File: config.mk
export PLATFORM = sky130hd
export DESIGN_NAME = trig_receiver_top
export DESIGN_NICKNAME = d
export VERILOG_FILES = /design/src/trig_pkg.sv /design/src/pulse_trigger_receiver.sv /design/src/burst_occupancy_tracker.sv /design/src/trig_info_fifo.sv /design/src/wb_trig_regs.sv /design/src/trig_receiver_top.sv
export SDC_FILE = /design/constraint.sdc
export NUM_CORES = 2
export LEC_CHECK = 0
export BUFFER_PORTS_ARGS = -buffer_cell sky130_fd_sc_hd__buf_2
export CAP_MARGIN = 30
export CELL_PAD_IN_SITES_DETAIL_PLACEMENT = 0
export CELL_PAD_IN_SITES_GLOBAL_PLACEMENT = 1
export CORE_MARGIN = 5
export CORE_UTILIZATION = 25
export DETAILED_ROUTE_END_ITERATION = 7
export PLACE_DENSITY = 0.41
export SYNTH_ARGS = -nofsm -noshare
export SYNTH_HDL_FRONTEND = slang
export SYNTH_SLANG_ARGS = --single-unit
File: constraint.sdc
create_clock -name clk -period 12.2 [get_ports clk]
set_input_delay 2.44 -clock clk [delete_from_list [all_inputs] [get_ports clk]]
set_output_delay 2.44 -clock clk [all_outputs]
set_load 0.02 [all_outputs]
File: src/trig_pkg.sv
// Trigger path shared definitions
package trig_pkg;

  localparam int num_chan    = 5;
  localparam int burst_w     = 23;
  localparam int ddr3_limit  = 524288;  // async burst capacity per channel
  localparam int trig_num_w  = 24;
  localparam int timestamp_w = 44;
  localparam int length_w    = 2;
  localparam int fifo_depth  = 8;
  localparam int fifo_cnt_w  = 4;

  // one-hot state bit positions
  localparam int st_idle  = 0;
  localparam int st_wait  = 1;
  localparam int st_ready = 2;
  localparam int st_store = 3;
  localparam int st_rearm = 4;

  localparam logic [length_w-1:0] len_none  = 2'd0;
  localparam logic [length_w-1:0] len_short = 2'd1;
  localparam logic [length_w-1:0] len_long  = 2'd2;
  localparam logic [length_w-1:0] len_mixed = 2'd3;

  typedef struct packed {
    logic [127-length_w-trig_num_w-timestamp_w:0] pad;
    logic [length_w-1:0]    length;
    logic [trig_num_w-1:0]  trig_num;
    logic [timestamp_w-1:0] timestamp;  // low end
  } trig_info_t;

  // record as fields, or as four bus words (word 0 lowest)
  typedef union packed {
    trig_info_t       f;
    logic [3:0][31:0] w;
  } trig_info_u;

  localparam logic [7:0] reg_ctrl    = 8'h00;
  localparam logic [7:0] reg_thres   = 8'h04;
  localparam logic [7:0] reg_burst0  = 8'h08;
  localparam logic [7:0] reg_burst1  = 8'h0C;
  localparam logic [7:0] reg_burst2  = 8'h10;
  localparam logic [7:0] reg_burst3  = 8'h14;
  localparam logic [7:0] reg_burst4  = 8'h18;
  localparam logic [7:0] reg_ovf     = 8'h1C;
  localparam logic [7:0] reg_status  = 8'h20;
  localparam logic [7:0] reg_trignum = 8'h24;
  localparam logic [7:0] reg_fifo0   = 8'h28;
  localparam logic [7:0] reg_fifo1   = 8'h2C;
  localparam logic [7:0] reg_fifo2   = 8'h30;
  localparam logic [7:0] reg_fifo3   = 8'h34;
  localparam logic [7:0] reg_cmd     = 8'h38;
  localparam logic [7:0] reg_stored0 = 8'h40;
  localparam logic [7:0] reg_stored1 = 8'h44;
  localparam logic [7:0] reg_stored2 = 8'h48;
  localparam logic [7:0] reg_stored3 = 8'h4C;
  localparam logic [7:0] reg_stored4 = 8'h50;

endpackage

File: src/pulse_trigger_receiver.sv
// Front panel trigger receiver
// asynchronous mode
`timescale 1ns/100ps

module pulse_trigger_receiver (
  input  logic clk,
  input  logic reset,
  input  logic reset_trig_num,         // TTC channel B resets
  input  logic reset_trig_timestamp,
  input  logic trigger,                // front panel level
  input  logic [3:0] fp_trig_width,    // short/long boundary in cycles
  input  logic accept_pulse_triggers,
  input  logic async_mode,
  input  logic ddr3_full,
  input  logic fifo_ready,
  input  logic readout_done,
  output logic pulse_trigger,          // to the channels
  output logic [trig_pkg::trig_num_w-1:0] trig_num,
  output logic fifo_valid,
  output trig_pkg::trig_info_u fifo_data,
  output logic [trig_pkg::st_rearm:0] state,
  output logic [31:0] ddr3_overflow_count
);
  import trig_pkg::*;

  logic [st_rearm:0] next_state;
  logic next_pulse;
  logic went_lo;
  logic next_went_lo;
  logic [3:0] wait_cnt;
  logic [3:0] next_wait_cnt;
  logic [length_w-1:0] trig_len;
  logic [length_w-1:0] next_trig_len;
  logic [timestamp_w-1:0] ts_cnt;     // free running
  logic [timestamp_w-1:0] ts_latch;   // taken at acceptance
  logic qualified;
  logic accept;
  logic drop;

  assign qualified = trigger & async_mode & accept_pulse_triggers;
  assign accept    = state[st_idle] & qualified & ~ddr3_full;
  assign drop      = state[st_idle] & qualified & ddr3_full;  // would overrun DDR3

  always_comb begin
    next_state    = '0;
    next_pulse    = 1'b0;
    next_went_lo  = went_lo;
    next_wait_cnt = wait_cnt;
    next_trig_len = trig_len;
    unique case (1'b1)
      state[st_idle]: begin
        if (accept) begin
          next_pulse    = 1'b1;
          next_went_lo  = 1'b0;
          next_wait_cnt = 4'd1;
          next_trig_len = len_none;
          next_state[st_wait] = 1'b1;
        end else if (drop) begin
          next_state[st_rearm] = 1'b1;  // count a dropped trigger once
        end else begin
          next_state[st_idle] = 1'b1;
        end
      end
      state[st_wait]: begin
        if (wait_cnt >= fp_trig_width) begin
          // classify from level now and any low seen so far
          if (!trigger)
            next_trig_len = len_short;
          else if (went_lo)
            next_trig_len = len_mixed;
          else
            next_trig_len = len_long;
          next_state[st_ready] = 1'b1;
        end else begin
          next_wait_cnt = wait_cnt + 4'd1;
          if (!trigger)
            next_went_lo = 1'b1;
          next_state[st_wait] = 1'b1;
        end
      end
      state[st_ready]: next_state[st_store] = 1'b1;
      state[st_store]: begin
        if (!fifo_ready)
          next_state[st_store] = 1'b1;  // back-pressure
        else if (trigger)
          next_state[st_rearm] = 1'b1;
        else
          next_state[st_idle] = 1'b1;
      end
      state[st_rearm]: begin
        if (trigger)
          next_state[st_rearm] = 1'b1;
        else
          next_state[st_idle] = 1'b1;
      end
      default: next_state[st_idle] = 1'b1;
    endcase
  end

  always_ff @(posedge clk) begin
    if (reset) begin
      state               <= '0;
      state[st_idle]      <= 1'b1;
      pulse_trigger       <= 1'b0;
      fifo_valid          <= 1'b0;
      went_lo             <= 1'b0;
      wait_cnt            <= '0;
      trig_len            <= len_none;
      ddr3_overflow_count <= '0;
    end else begin
      state         <= next_state;
      pulse_trigger <= next_pulse;
      fifo_valid    <= next_state[st_store];
      went_lo       <= next_went_lo;
      wait_cnt      <= next_wait_cnt;
      trig_len      <= next_trig_len;
      if (drop)
        ddr3_overflow_count <= ddr3_overflow_count + 32'd1;
    end
  end

  always_ff @(posedge clk) begin
    if (reset || reset_trig_num || readout_done)
      trig_num <= '0;
    else if (next_pulse)
      trig_num <= trig_num + 1'b1;  // first trigger is number 1

    if (reset || reset_trig_timestamp)
      ts_cnt <= '0;
    else
      ts_cnt <= ts_cnt + 1'b1;
  end

  // record payload
  always_ff @(posedge clk) begin
    if (accept)
      ts_latch <= ts_cnt;
    if (state[st_ready]) begin
      fifo_data.f.pad       <= '0;
      fifo_data.f.length    <= trig_len;
      fifo_data.f.trig_num  <= trig_num;
      fifo_data.f.timestamp <= ts_latch;
    end
  end

  a_state_onehot: assert property (@(posedge clk) disable iff (reset) $onehot(state));

  // record must not change or vanish while the FIFO stalls
  a_valid_held: assert property (@(posedge clk) disable iff (reset)
    fifo_valid && !fifo_ready |=> fifo_valid && $stable(fifo_data));

endmodule

File: src/burst_occupancy_tracker.sv
// DDR3 burst occupancy per channel
`timescale 1ns/100ps

module burst_occupancy_tracker (
  input  logic clk,
  input  logic reset,
  input  logic readout_done,
  input  logic pulse_trigger,
  input  logic [trig_pkg::num_chan-1:0] chan_en,
  input  logic [trig_pkg::burst_w-1:0] thres_ddr3_overflow,
  input  logic [trig_pkg::burst_w-1:0] burst_count_chan0,
  input  logic [trig_pkg::burst_w-1:0] burst_count_chan1,
  input  logic [trig_pkg::burst_w-1:0] burst_count_chan2,
  input  logic [trig_pkg::burst_w-1:0] burst_count_chan3,
  input  logic [trig_pkg::burst_w-1:0] burst_count_chan4,
  output logic [trig_pkg::burst_w-1:0] stored_bursts_chan0,
  output logic [trig_pkg::burst_w-1:0] stored_bursts_chan1,
  output logic [trig_pkg::burst_w-1:0] stored_bursts_chan2,
  output logic [trig_pkg::burst_w-1:0] stored_bursts_chan3,
  output logic [trig_pkg::burst_w-1:0] stored_bursts_chan4,
  output logic ddr3_full,
  output logic ddr3_almost_full
);
  import trig_pkg::*;

  logic [burst_w-1:0] burst_cnt [num_chan];
  logic [burst_w-1:0] stored [num_chan];
  logic [burst_w:0] incr [num_chan];  // count + 1 may carry out
  logic [num_chan-1:0] full_ch;
  logic [num_chan-1:0] warn_ch;

  assign burst_cnt[0] = burst_count_chan0;
  assign burst_cnt[1] = burst_count_chan1;
  assign burst_cnt[2] = burst_count_chan2;
  assign burst_cnt[3] = burst_count_chan3;
  assign burst_cnt[4] = burst_count_chan4;

  assign stored_bursts_chan0 = stored[0];
  assign stored_bursts_chan1 = stored[1];
  assign stored_bursts_chan2 = stored[2];
  assign stored_bursts_chan3 = stored[3];
  assign stored_bursts_chan4 = stored[4];

  always_comb begin
    for (int i = 0; i < num_chan; i++) begin
      incr[i] = chan_en[i] ? {1'b0, burst_cnt[i]} + 1'b1 : '0;
      // same as limit - stored < incr, without the wrap
      full_ch[i] = ({1'b0, stored[i]} + incr[i]) > ddr3_limit;
      warn_ch[i] = stored[i] > thres_ddr3_overflow;
    end
  end

  assign ddr3_full        = |full_ch;
  assign ddr3_almost_full = |warn_ch;

  always_ff @(posedge clk) begin
    for (int i = 0; i < num_chan; i++) begin
      if (reset || readout_done)
        stored[i] <= '0;  // readout frees the DDR3
      else if (pulse_trigger)
        stored[i] <= stored[i] + incr[i][burst_w-1:0];
    end
  end

endmodule

File: src/trig_info_fifo.sv
// Trigger information FIFO
`timescale 1ns/100ps

module trig_info_fifo (
  input  logic clk,
  input  logic reset,
  input  logic wr_valid,
  input  trig_pkg::trig_info_u wr_data,
  input  logic pop,
  output logic wr_ready,
  output trig_pkg::trig_info_u head_data,
  output logic [trig_pkg::fifo_cnt_w-1:0] level
);
  import trig_pkg::*;

  trig_info_u mem [fifo_depth];
  logic [fifo_cnt_w-2:0] wr_ptr;  // wraps at depth
  logic [fifo_cnt_w-2:0] rd_ptr;
  logic push;
  logic pull;

  assign wr_ready  = level != fifo_cnt_w'(fifo_depth);
  assign push      = wr_valid & wr_ready;
  assign pull      = pop & (level != '0);  // pop on empty is ignored
  assign head_data = mem[rd_ptr];

  always_ff @(posedge clk) begin
    if (push)
      mem[wr_ptr] <= wr_data;
  end

  always_ff @(posedge clk) begin
    if (reset) begin
      wr_ptr <= '0;
      rd_ptr <= '0;
      level  <= '0;
    end else begin
      if (push)
        wr_ptr <= wr_ptr + 1'b1;
      if (pull)
        rd_ptr <= rd_ptr + 1'b1;
      case ({push, pull})
        2'b10:   level <= level + 1'b1;
        2'b01:   level <= level - 1'b1;
        default: level <= level;
      endcase
    end
  end

  a_level_bound: assert property (@(posedge clk) disable iff (reset) level <= fifo_depth);

endmodule

File: src/wb_trig_regs.sv
// Wishbone register slave for the trigger path
`timescale 1ns/100ps

module wb_trig_regs (
  input  logic clk,
  input  logic reset,
  input  logic wb_cyc,
  input  logic wb_stb,
  input  logic wb_we,
  input  logic [7:0] wb_adr,
  input  logic [31:0] wb_dat_i,
  input  trig_pkg::trig_info_u fifo_head,
  input  logic [trig_pkg::fifo_cnt_w-1:0] fifo_level,
  input  logic [trig_pkg::st_rearm:0] state,
  input  logic [trig_pkg::trig_num_w-1:0] trig_num,
  input  logic [31:0] ddr3_overflow_count,
  input  logic [trig_pkg::burst_w-1:0] stored_bursts_chan0,
  input  logic [trig_pkg::burst_w-1:0] stored_bursts_chan1,
  input  logic [trig_pkg::burst_w-1:0] stored_bursts_chan2,
  input  logic [trig_pkg::burst_w-1:0] stored_bursts_chan3,
  input  logic [trig_pkg::burst_w-1:0] stored_bursts_chan4,
  input  logic ddr3_almost_full,
  output logic [31:0] wb_dat_o,
  output logic wb_ack,
  output logic accept_pulse_triggers,
  output logic async_mode,
  output logic [3:0] fp_trig_width,
  output logic [trig_pkg::num_chan-1:0] chan_en,
  output logic [trig_pkg::burst_w-1:0] thres_ddr3_overflow,
  output logic [trig_pkg::burst_w-1:0] burst_count_chan0,
  output logic [trig_pkg::burst_w-1:0] burst_count_chan1,
  output logic [trig_pkg::burst_w-1:0] burst_count_chan2,
  output logic [trig_pkg::burst_w-1:0] burst_count_chan3,
  output logic [trig_pkg::burst_w-1:0] burst_count_chan4,
  output logic fifo_pop,
  output logic readout_done,
  output logic reset_trig_num,
  output logic reset_trig_timestamp
);
  import trig_pkg::*;

  logic access;  // first cycle of a bus cycle
  logic cmd_wr;
  logic [burst_w-1:0] burst_reg [num_chan];
  logic [burst_w-1:0] stored [num_chan];
  logic [2:0] burst_idx;
  logic [2:0] stored_idx;
  logic [1:0] fifo_idx;
  logic [31:0] rd_data;

  assign access     = wb_cyc & wb_stb & ~wb_ack;
  assign cmd_wr     = access & wb_we & (wb_adr == reg_cmd);
  assign burst_idx  = 3'((wb_adr - reg_burst0) >> 2);
  assign stored_idx = 3'((wb_adr - reg_stored0) >> 2);
  assign fifo_idx   = 2'((wb_adr - reg_fifo0) >> 2);

  assign burst_count_chan0 = burst_reg[0];
  assign burst_count_chan1 = burst_reg[1];
  assign burst_count_chan2 = burst_reg[2];
  assign burst_count_chan3 = burst_reg[3];
  assign burst_count_chan4 = burst_reg[4];
  assign stored[0] = stored_bursts_chan0;
  assign stored[1] = stored_bursts_chan1;
  assign stored[2] = stored_bursts_chan2;
  assign stored[3] = stored_bursts_chan3;
  assign stored[4] = stored_bursts_chan4;

  always_ff @(posedge clk) begin
    if (reset) begin
      accept_pulse_triggers <= 1'b0;
      async_mode            <= 1'b0;
      fp_trig_width         <= '0;
      chan_en               <= '0;
      thres_ddr3_overflow   <= '0;
      for (int i = 0; i < num_chan; i++)
        burst_reg[i] <= '0;
    end else if (access && wb_we) begin
      case (wb_adr)
        reg_ctrl: begin
          accept_pulse_triggers <= wb_dat_i[0];
          async_mode            <= wb_dat_i[1];
          fp_trig_width         <= wb_dat_i[7:4];
          chan_en               <= wb_dat_i[12:8];
        end
        reg_thres: thres_ddr3_overflow <= wb_dat_i[burst_w-1:0];
        reg_burst0, reg_burst1, reg_burst2, reg_burst3, reg_burst4:
          burst_reg[burst_idx] <= wb_dat_i[burst_w-1:0];
        default: ;
      endcase
    end
  end

  // ack and command strobes, one cycle each
  always_ff @(posedge clk) begin
    if (reset) begin
      wb_ack               <= 1'b0;
      fifo_pop             <= 1'b0;
      readout_done         <= 1'b0;
      reset_trig_num       <= 1'b0;
      reset_trig_timestamp <= 1'b0;
    end else begin
      wb_ack               <= access;
      fifo_pop             <= cmd_wr & wb_dat_i[0];
      readout_done         <= cmd_wr & wb_dat_i[1];
      reset_trig_num       <= cmd_wr & wb_dat_i[2];
      reset_trig_timestamp <= cmd_wr & wb_dat_i[3];
    end
  end

  always_comb begin
    case (wb_adr)
      reg_ctrl:
        rd_data = {19'd0, chan_en, fp_trig_width, 2'd0, async_mode, accept_pulse_triggers};
      reg_thres:   rd_data = 32'(thres_ddr3_overflow);
      reg_burst0, reg_burst1, reg_burst2, reg_burst3, reg_burst4:
        rd_data = 32'(burst_reg[burst_idx]);
      reg_ovf:     rd_data = ddr3_overflow_count;
      // almost_full at 16, level at 11:8, state at 4:0
      reg_status:  rd_data = {15'd0, ddr3_almost_full, 4'd0, fifo_level, 3'd0, state};
      reg_trignum: rd_data = 32'(trig_num);
      reg_fifo0, reg_fifo1, reg_fifo2, reg_fifo3:
        rd_data = fifo_head.w[fifo_idx];  // word view of the head record
      reg_stored0, reg_stored1, reg_stored2, reg_stored3, reg_stored4:
        rd_data = 32'(stored[stored_idx]);
      default:     rd_data = '0;
    endcase
  end

  always_ff @(posedge clk) begin
    if (access)
      wb_dat_o <= rd_data;  // valid with ack
  end

  a_ack_in_cycle: assert property (@(posedge clk) disable iff (reset)
    wb_ack |-> wb_cyc && wb_stb);

endmodule

File: src/trig_receiver_top.sv
// Async front panel trigger path top
`timescale 1ns/100ps

module trig_receiver_top (
  input  logic clk,
  input  logic reset,
  input  logic trigger,        // front panel
  output logic pulse_trigger,  // to the channels
  input  logic wb_cyc,
  input  logic wb_stb,
  input  logic wb_we,
  input  logic [7:0] wb_adr,
  input  logic [31:0] wb_dat_i,
  output logic [31:0] wb_dat_o,
  output logic wb_ack
);
  import trig_pkg::*;

  logic accept_pulse_triggers;
  logic async_mode;
  logic [3:0] fp_trig_width;
  logic [num_chan-1:0] chan_en;
  logic [burst_w-1:0] thres_ddr3_overflow;
  logic [burst_w-1:0] burst_count_chan0, burst_count_chan1, burst_count_chan2;
  logic [burst_w-1:0] burst_count_chan3, burst_count_chan4;
  logic [burst_w-1:0] stored_bursts_chan0, stored_bursts_chan1, stored_bursts_chan2;
  logic [burst_w-1:0] stored_bursts_chan3, stored_bursts_chan4;
  logic ddr3_full;
  logic ddr3_almost_full;
  logic readout_done;
  logic reset_trig_num;
  logic reset_trig_timestamp;
  logic [trig_num_w-1:0] trig_num;
  logic [st_rearm:0] state;
  logic [31:0] ddr3_overflow_count;
  logic fifo_valid;
  logic fifo_ready;
  logic fifo_pop;
  trig_info_u fifo_data;
  trig_info_u fifo_head;
  logic [fifo_cnt_w-1:0] fifo_level;

  // net names match the port names of the submodules
  pulse_trigger_receiver receiver0 (.*);

  burst_occupancy_tracker tracker0 (.*);

  trig_info_fifo fifo0 (
    .clk       (clk),
    .reset     (reset),
    .wr_valid  (fifo_valid),
    .wr_data   (fifo_data),
    .pop       (fifo_pop),
    .wr_ready  (fifo_ready),
    .head_data (fifo_head),
    .level     (fifo_level)
  );

  wb_trig_regs regs0 (.*);

endmodule

# ---- Word level (Yosys, flattened, before mapping)
# Memory sizes are Yosys's and may differ from the RTL's. A register that Yosys moved wholly into a read port is not among the register bits.
# Index checks and enable logic that the tools add are counted.
dict set report op_classes {
  reduce_logical 22
  n_bitwise 24
  mux 64
  add_sub_neg 26
  n_lt_le_gt_ge 13
  eq_ne 26
}
# cell count
set ops {}
lappend ops {{$pmux W32 S8} 1}
lappend ops {{$mux W23} 8}
lappend ops {{$gt A32 B20 Y1 const B} 5}
lappend ops {{$add A23 B24 Y25} 5}
lappend ops {{$add A23 B1 Y24 const B} 5}
lappend ops {{$mux W24} 5}
lappend ops {{$add A23 B23 Y23} 5}
lappend ops {{$gt A23 B23 Y1} 5}
lappend ops {{$bmux W23 S3} 1}
lappend ops {{$bmux W32 S2} 1}
lappend ops {{$eq A8 B6 Y1 const B} 7}
lappend ops {{$add A44 B1 Y44 const B} 1}
lappend ops {{$eq A8 B7 Y1 const B} 5}
lappend ops {{$add A32 B1 Y32 const B} 1}
lappend ops {{$eq A8 B5 Y1 const B} 4}
lappend ops {{$mux W32} 1}
lappend ops {{$mux W1} 31}
lappend ops {{$add A24 B1 Y24 const B} 1}
lappend ops {{$reduce_or A23 Y1} 1}
lappend ops {{$reduce_or A5 Y1} 4}
lappend ops {{$eq A8 B4 Y1 const B} 2}
lappend ops {{$pmux W4 S2} 2}
lappend ops {{$and A1 B1 Y1} 15}
lappend ops {{$mux W3} 3}
lappend ops {{33 further kinds} 56}
dict set report totals {
  elab_cells 204
  ff_bits 309
  n_memories 3
  in_bits 46
  ramBits 790
}
# name depth word_bits rd rd_clocked_by_memory_dff wr line
set memory_table {}
lappend memory_table {fifo0.mem 8 70 1 1 1 trig_info_fifo.sv:16} ;# trig_info_u mem [fifo_depth];
lappend memory_table {regs0.burst_reg 5 23 6 0 5 wb_trig_regs.sv:44} ;# logic [burst_w-1:0] burst_reg [num_chan];
lappend memory_table {tracker0.stored 5 23 5 0 5 burst_occupancy_tracker.sv:27} ;# logic [burst_w-1:0] stored [num_chan];

# ---- Logic depth before layout (Yosys ltp)
# An unclocked memory read counts as a cell.
dict set report logic_depth {
  depth_word 10
  mapped_depth 22
  mapped_depth_nobuf 20
}

# ---- By module
# A second synthesis with hierarchy kept.
dict set report hier_totals {
  hier_cells 5231
  hier_area_um2 77474.3
}
# mod area_each_um2 cells_per_inst n_inst
set modules_own_cells {}
lappend modules_own_cells {trig_info_fifo 39541.7 1551 1}
lappend modules_own_cells {burst_occupancy_tracker 15826.4 1883 1}
lappend modules_own_cells {wb_trig_regs 13046.3 1017 1}
lappend modules_own_cells {pulse_trigger_receiver 9059.9 780 1}

# ---- Least setup slack after synthesis
# OpenSTA, ideal clock, no wires.
dict set report synth_path {
  path_kind {register to register}
  from {register fifo0.level[0] in the netlist's numbering}
  to {memory fifo0.mem[2][0] in the netlist's numbering, enable pin}
  stages_incl_launch_ff 7
  slack_ps 3256
  t_required_ps 11505
  arrival_ps 8249
  path_buffers 1
  synth_period_minus_slack_ps 8944
  setup_time_ps 695
  cell_sequence {dfxtp_1 -> nor3_1 -> nand2_1 -> and2_1 -> clkbuf_1 -> inv_1 -> nor4b_1}
}
dict set report synth_via {
  elab_chain_len 4
}
# item line
set synth_lines {}
lappend synth_lines {{from (decl)} trig_info_fifo.sv:12} ;# output logic [trig_pkg::fifo_cnt_w-1:0] level
lappend synth_lines {{from (signal assigned)} trig_info_fifo.sv:43} ;# 2'b10: level <= level + 1'b1;
lappend synth_lines {{from (signal assigned)} trig_info_fifo.sv:44} ;# 2'b01: level <= level - 1'b1;
lappend synth_lines {{from (signal assigned)} trig_info_fifo.sv:45} ;# default: level <= level;
lappend synth_lines {{$ne A4 B4 Y1} trig_info_fifo.sv:22} ;# assign wr_ready = level != fifo_cnt_w'(fifo_depth);
lappend synth_lines {{$and A1 B1 Y1} trig_info_fifo.sv:23} ;# assign push = wr_valid & wr_ready;
lappend synth_lines {{$mux W1} trig_info_fifo.sv:28} ;# if (push)
lappend synth_lines {{$mux W1 (not written as such)} trig_info_fifo.sv:29} ;# mem[wr_ptr] <= wr_data;
lappend synth_lines {{to (decl)} trig_info_fifo.sv:16}
# Every way passes these cells.

==> flow_summary_export.csv <==
group,metric,value,unit
clock_tree,htreeDepth,4,
floorplanning,die_w,496,um
power_and_ir_drop,p_total,9.09,mW
yosys,synth_ff_type,"edfxtp_1",
timing,fmax,0.140,GHz
timing,final.setup_skew,0.0452,ns
yosys,avgSynthCellArea,13.1,um^2
run,cap_viol_max_count,0,
clock_tree,root_buffer,"clkbuf_16",
detailed_routing,drc,0,
layout,fillers,24106,
timing,timing.slew.headroom,32.0,%
timing,worst_hold_slack,0.416,ns
place,place_congestion,0.836,
setup_path,worstPathRequired,12.61,ns
power_and_ir_drop,vdd_drop_max,0.0876,mV
hold_path,hold_depth,0,
layout,final_common_cell,"edfxtp_1",
detailed_routing,ant_nets,0,
power_and_ir_drop,p_int,6.96,mW
grt,grt_pass1_vias,39220,
yosys,seq_area_frac_synth,56.7,%
detailed_routing,drt_iter0_markers,2867,
power_and_ir_drop,comb_power_share,3.8,%
power_and_ir_drop,seqPwrFrac,48.3,%
power_and_ir_drop,pwr-share-clk,47.8,%
timing,rsz0062_at_grt,"false",
setup_path,reg2regPathDepth,18,
detailed_routing,detail_route.wl_per_cell,28.1,um
yosys,synth_edf_count,1005,
layout,most-common-layout-cells,"1005 x edfxtp_1, 326 x nand2_1, 307 x nor2_1",
detailed_routing,routed_wl,221000,um
setup_path,cp-start-kind,"register",
floorplanning,die_area,246000,um^2
place,dp_slack,4.97,ns
setup_path,cp-end-kind,"register",
timing,period_share,58.4,%
power_and_ir_drop,p_sw,2.12,mW
clock_tree,clockBufferDepth,3,
detailed_routing,vias_per_cell,4.90,
clock_tree,cts_made_buffers,145,
hold_path,hold_path.class,"register to register",
yosys,yosysUniqueCellTypes,100,
layout,finalInstanceArea,68100,um^2
power_and_ir_drop,sw_frac_of_total,23.4,%
timing,final_max_slew_viol_count,0,
yosys,synth_area,59000,um^2
yosys,synth_warnings,0,
clock_tree,cts_tree,"done",
timing,setup_viol,0,
setup_path,crit_type,"register to register",
yosys,ys_ff_latch,1170,
layout,syn_to_final_growth,15.5,%
clock_tree,ctsHoldBuffers,0,
place,io_buffers,70,
status,status,"finished clean",
place,placed_cell_area,63300,um^2
power_and_ir_drop,powerDensity,133,nW/um^2
yosys,synth_cells,4515,
yosys,synth_async_sr_flop_share,0,%
floorplanning,core_area,235000,um^2
grt,grt_pass1_wl,311000,um
setup_path,arrival,7.53,ns
clock_tree,insertion_delay,0.80,ns
setup_path,ff2ff_setup_slack,5.08,ns
floorplanning,die_height,496,um
grt,grt_overflow_total,0,
power_and_ir_drop,leakagePower,23.4,nW
clock_tree,post_cts_resized,0,
timing,timing.final.ws_setup,5.08,ns
timing,tns,0,ns
floorplanning,rows,178,
clock_tree,cts.sinks,1170,
place,dpl.hpwl,161000,um
yosys,syn-num-nets,4819,
timing,tightest_slew,1.02,ns
floorplanning,initial_core_util,25.1,%
clock_tree,clk_pin_slew,0.06,ns
timing,hold_viol_final,0,
layout,nNetsFinal,4910,
grt,antenna_found_initial,25,
grt,grt_start_max_net_pins,78,
clock_tree,postCtsSetupRepairBufs,0,
setup_path,crit_fanout,44,
layout,drive_above_1_share,14.6,%
detailed_routing,dr.pass1.iters,6,
floorplanning,num_io_pins,80,
detailed_routing,dr_total_vias,38602,
grt,grt.total_usage,17.7,%
layout,largest_reg_flops,560,
timing,layout_min_cycle_time,7.12,ns
==> metrics by stage <==
stage | std cells | utilization (%)
floorplan | 4515 | -
global placement | 7605 | 26.9
detailed placement | 7609 | 26.9
CTS | 7869 | 29.0
global route | 7879 | 29.0
finish | 7886 | 29.0
==> cell type report <==
cell class	count	area, um^2	share of cell area [%]
antenna	17	42.5	0.0624
timing repair buffer	155	1030	1.52
sequential	1170	33500	49.2
multi-input combinational	3049	24500	36.0
inverter	85	319	0.468
clock inverter	61	815	1.20
clock buffer	199	3950	5.80
tap	3150	3940	5.78
==> final timing paths <==
| check | endpoint | from |
|---|---|---|
| max | receiver0.ts_latch[31] | regs0.burst_reg[2][0] |
| min | receiver0.fifo_data[21] | receiver0.ts_latch[21] |
| max reg2reg | receiver0.ts_latch[31] | regs0.burst_reg[2][0] |
| min reg2reg | receiver0.fifo_data[21] | receiver0.ts_latch[21] |
==> metal layers <==
metal | wire length, um | part of all wire, % | global-route usage (%) | vias up
met3 | 6530 | 3.0 | 2.08 | 223
met5 | 0 | 0 | 0 | -
met2 | 113000 | 51 | 31.6 | 661
met4 | 5770 | 2.6 | 4.67 | 0
li1 | - | - | - | 17716
met1 | 95900 | 43 | 22.8 | 20002
==> power groups by stage <==
stage,clock network [mW],logic [mW],registers [mW]
floorplan,0,0.204,4.45
global placement,0,0.353,4.48
detailed placement,0,0.351,4.48
CTS,4.51,0.353,4.39
global route,4.67,0.375,4.39
finish,4.35,0.348,4.39
==> kinds of logic (layout without fill, tap and decap cells) <==
kind of cell               Yosys count  in the layout  synth area share (%)
and+or+nand+nor                   1471           1471                  12.8
buffers and inverters              296            500                  1.93
adders and majority gates          258            258                  5.55
xor gates and xnor gates           207            207                  3.07
DFF                               1170           1170                  56.7
AOI/OAI and AO/OA                  755            755                  8.73
muxes                              358            358                  11.1
other                                0             17                     0
==> worst max-delay path, stage by stage (launching register included) <==
cell	delay [ns]
edfxtp_1	0.48
ha_1	0.25
and3_1	0.26
nand3_1	0.18
nor2_1	0.50
nand3_1	0.27
or3_1	0.40
a21boi_0	0.50
ha_1	0.43
a21oi_1	0.20
nor2b_1	0.09
o21ai_0	0.65
a2bb2oi_2	0.18
and3_1	0.16
nand4_1	0.12
nor4b_2	0.30
nand4_1	0.61
nor3_2	0.49
buf_4	0.59
==> synth_stat cells, types with 88 or more instances <==
library cell  number  share of area [%]
nand2_1          328                2.1
xor2_1            88                1.3
edfxtp_1        1005                 51
clkbuf_1         168                1.1
o21ai_0          130                1.1
nand4_1           97                1.0
xnor2_1          119                1.8
nor2_1           311                2.0
and3_1           191                2.0
mux4_2           234                8.9
and2_1           139                1.5
dfxtp_1          165                5.6
a21oi_1          190                1.6
nand3_1          120                1.0
ha_1             252                5.3
Power figures use the tool's default switching activity.
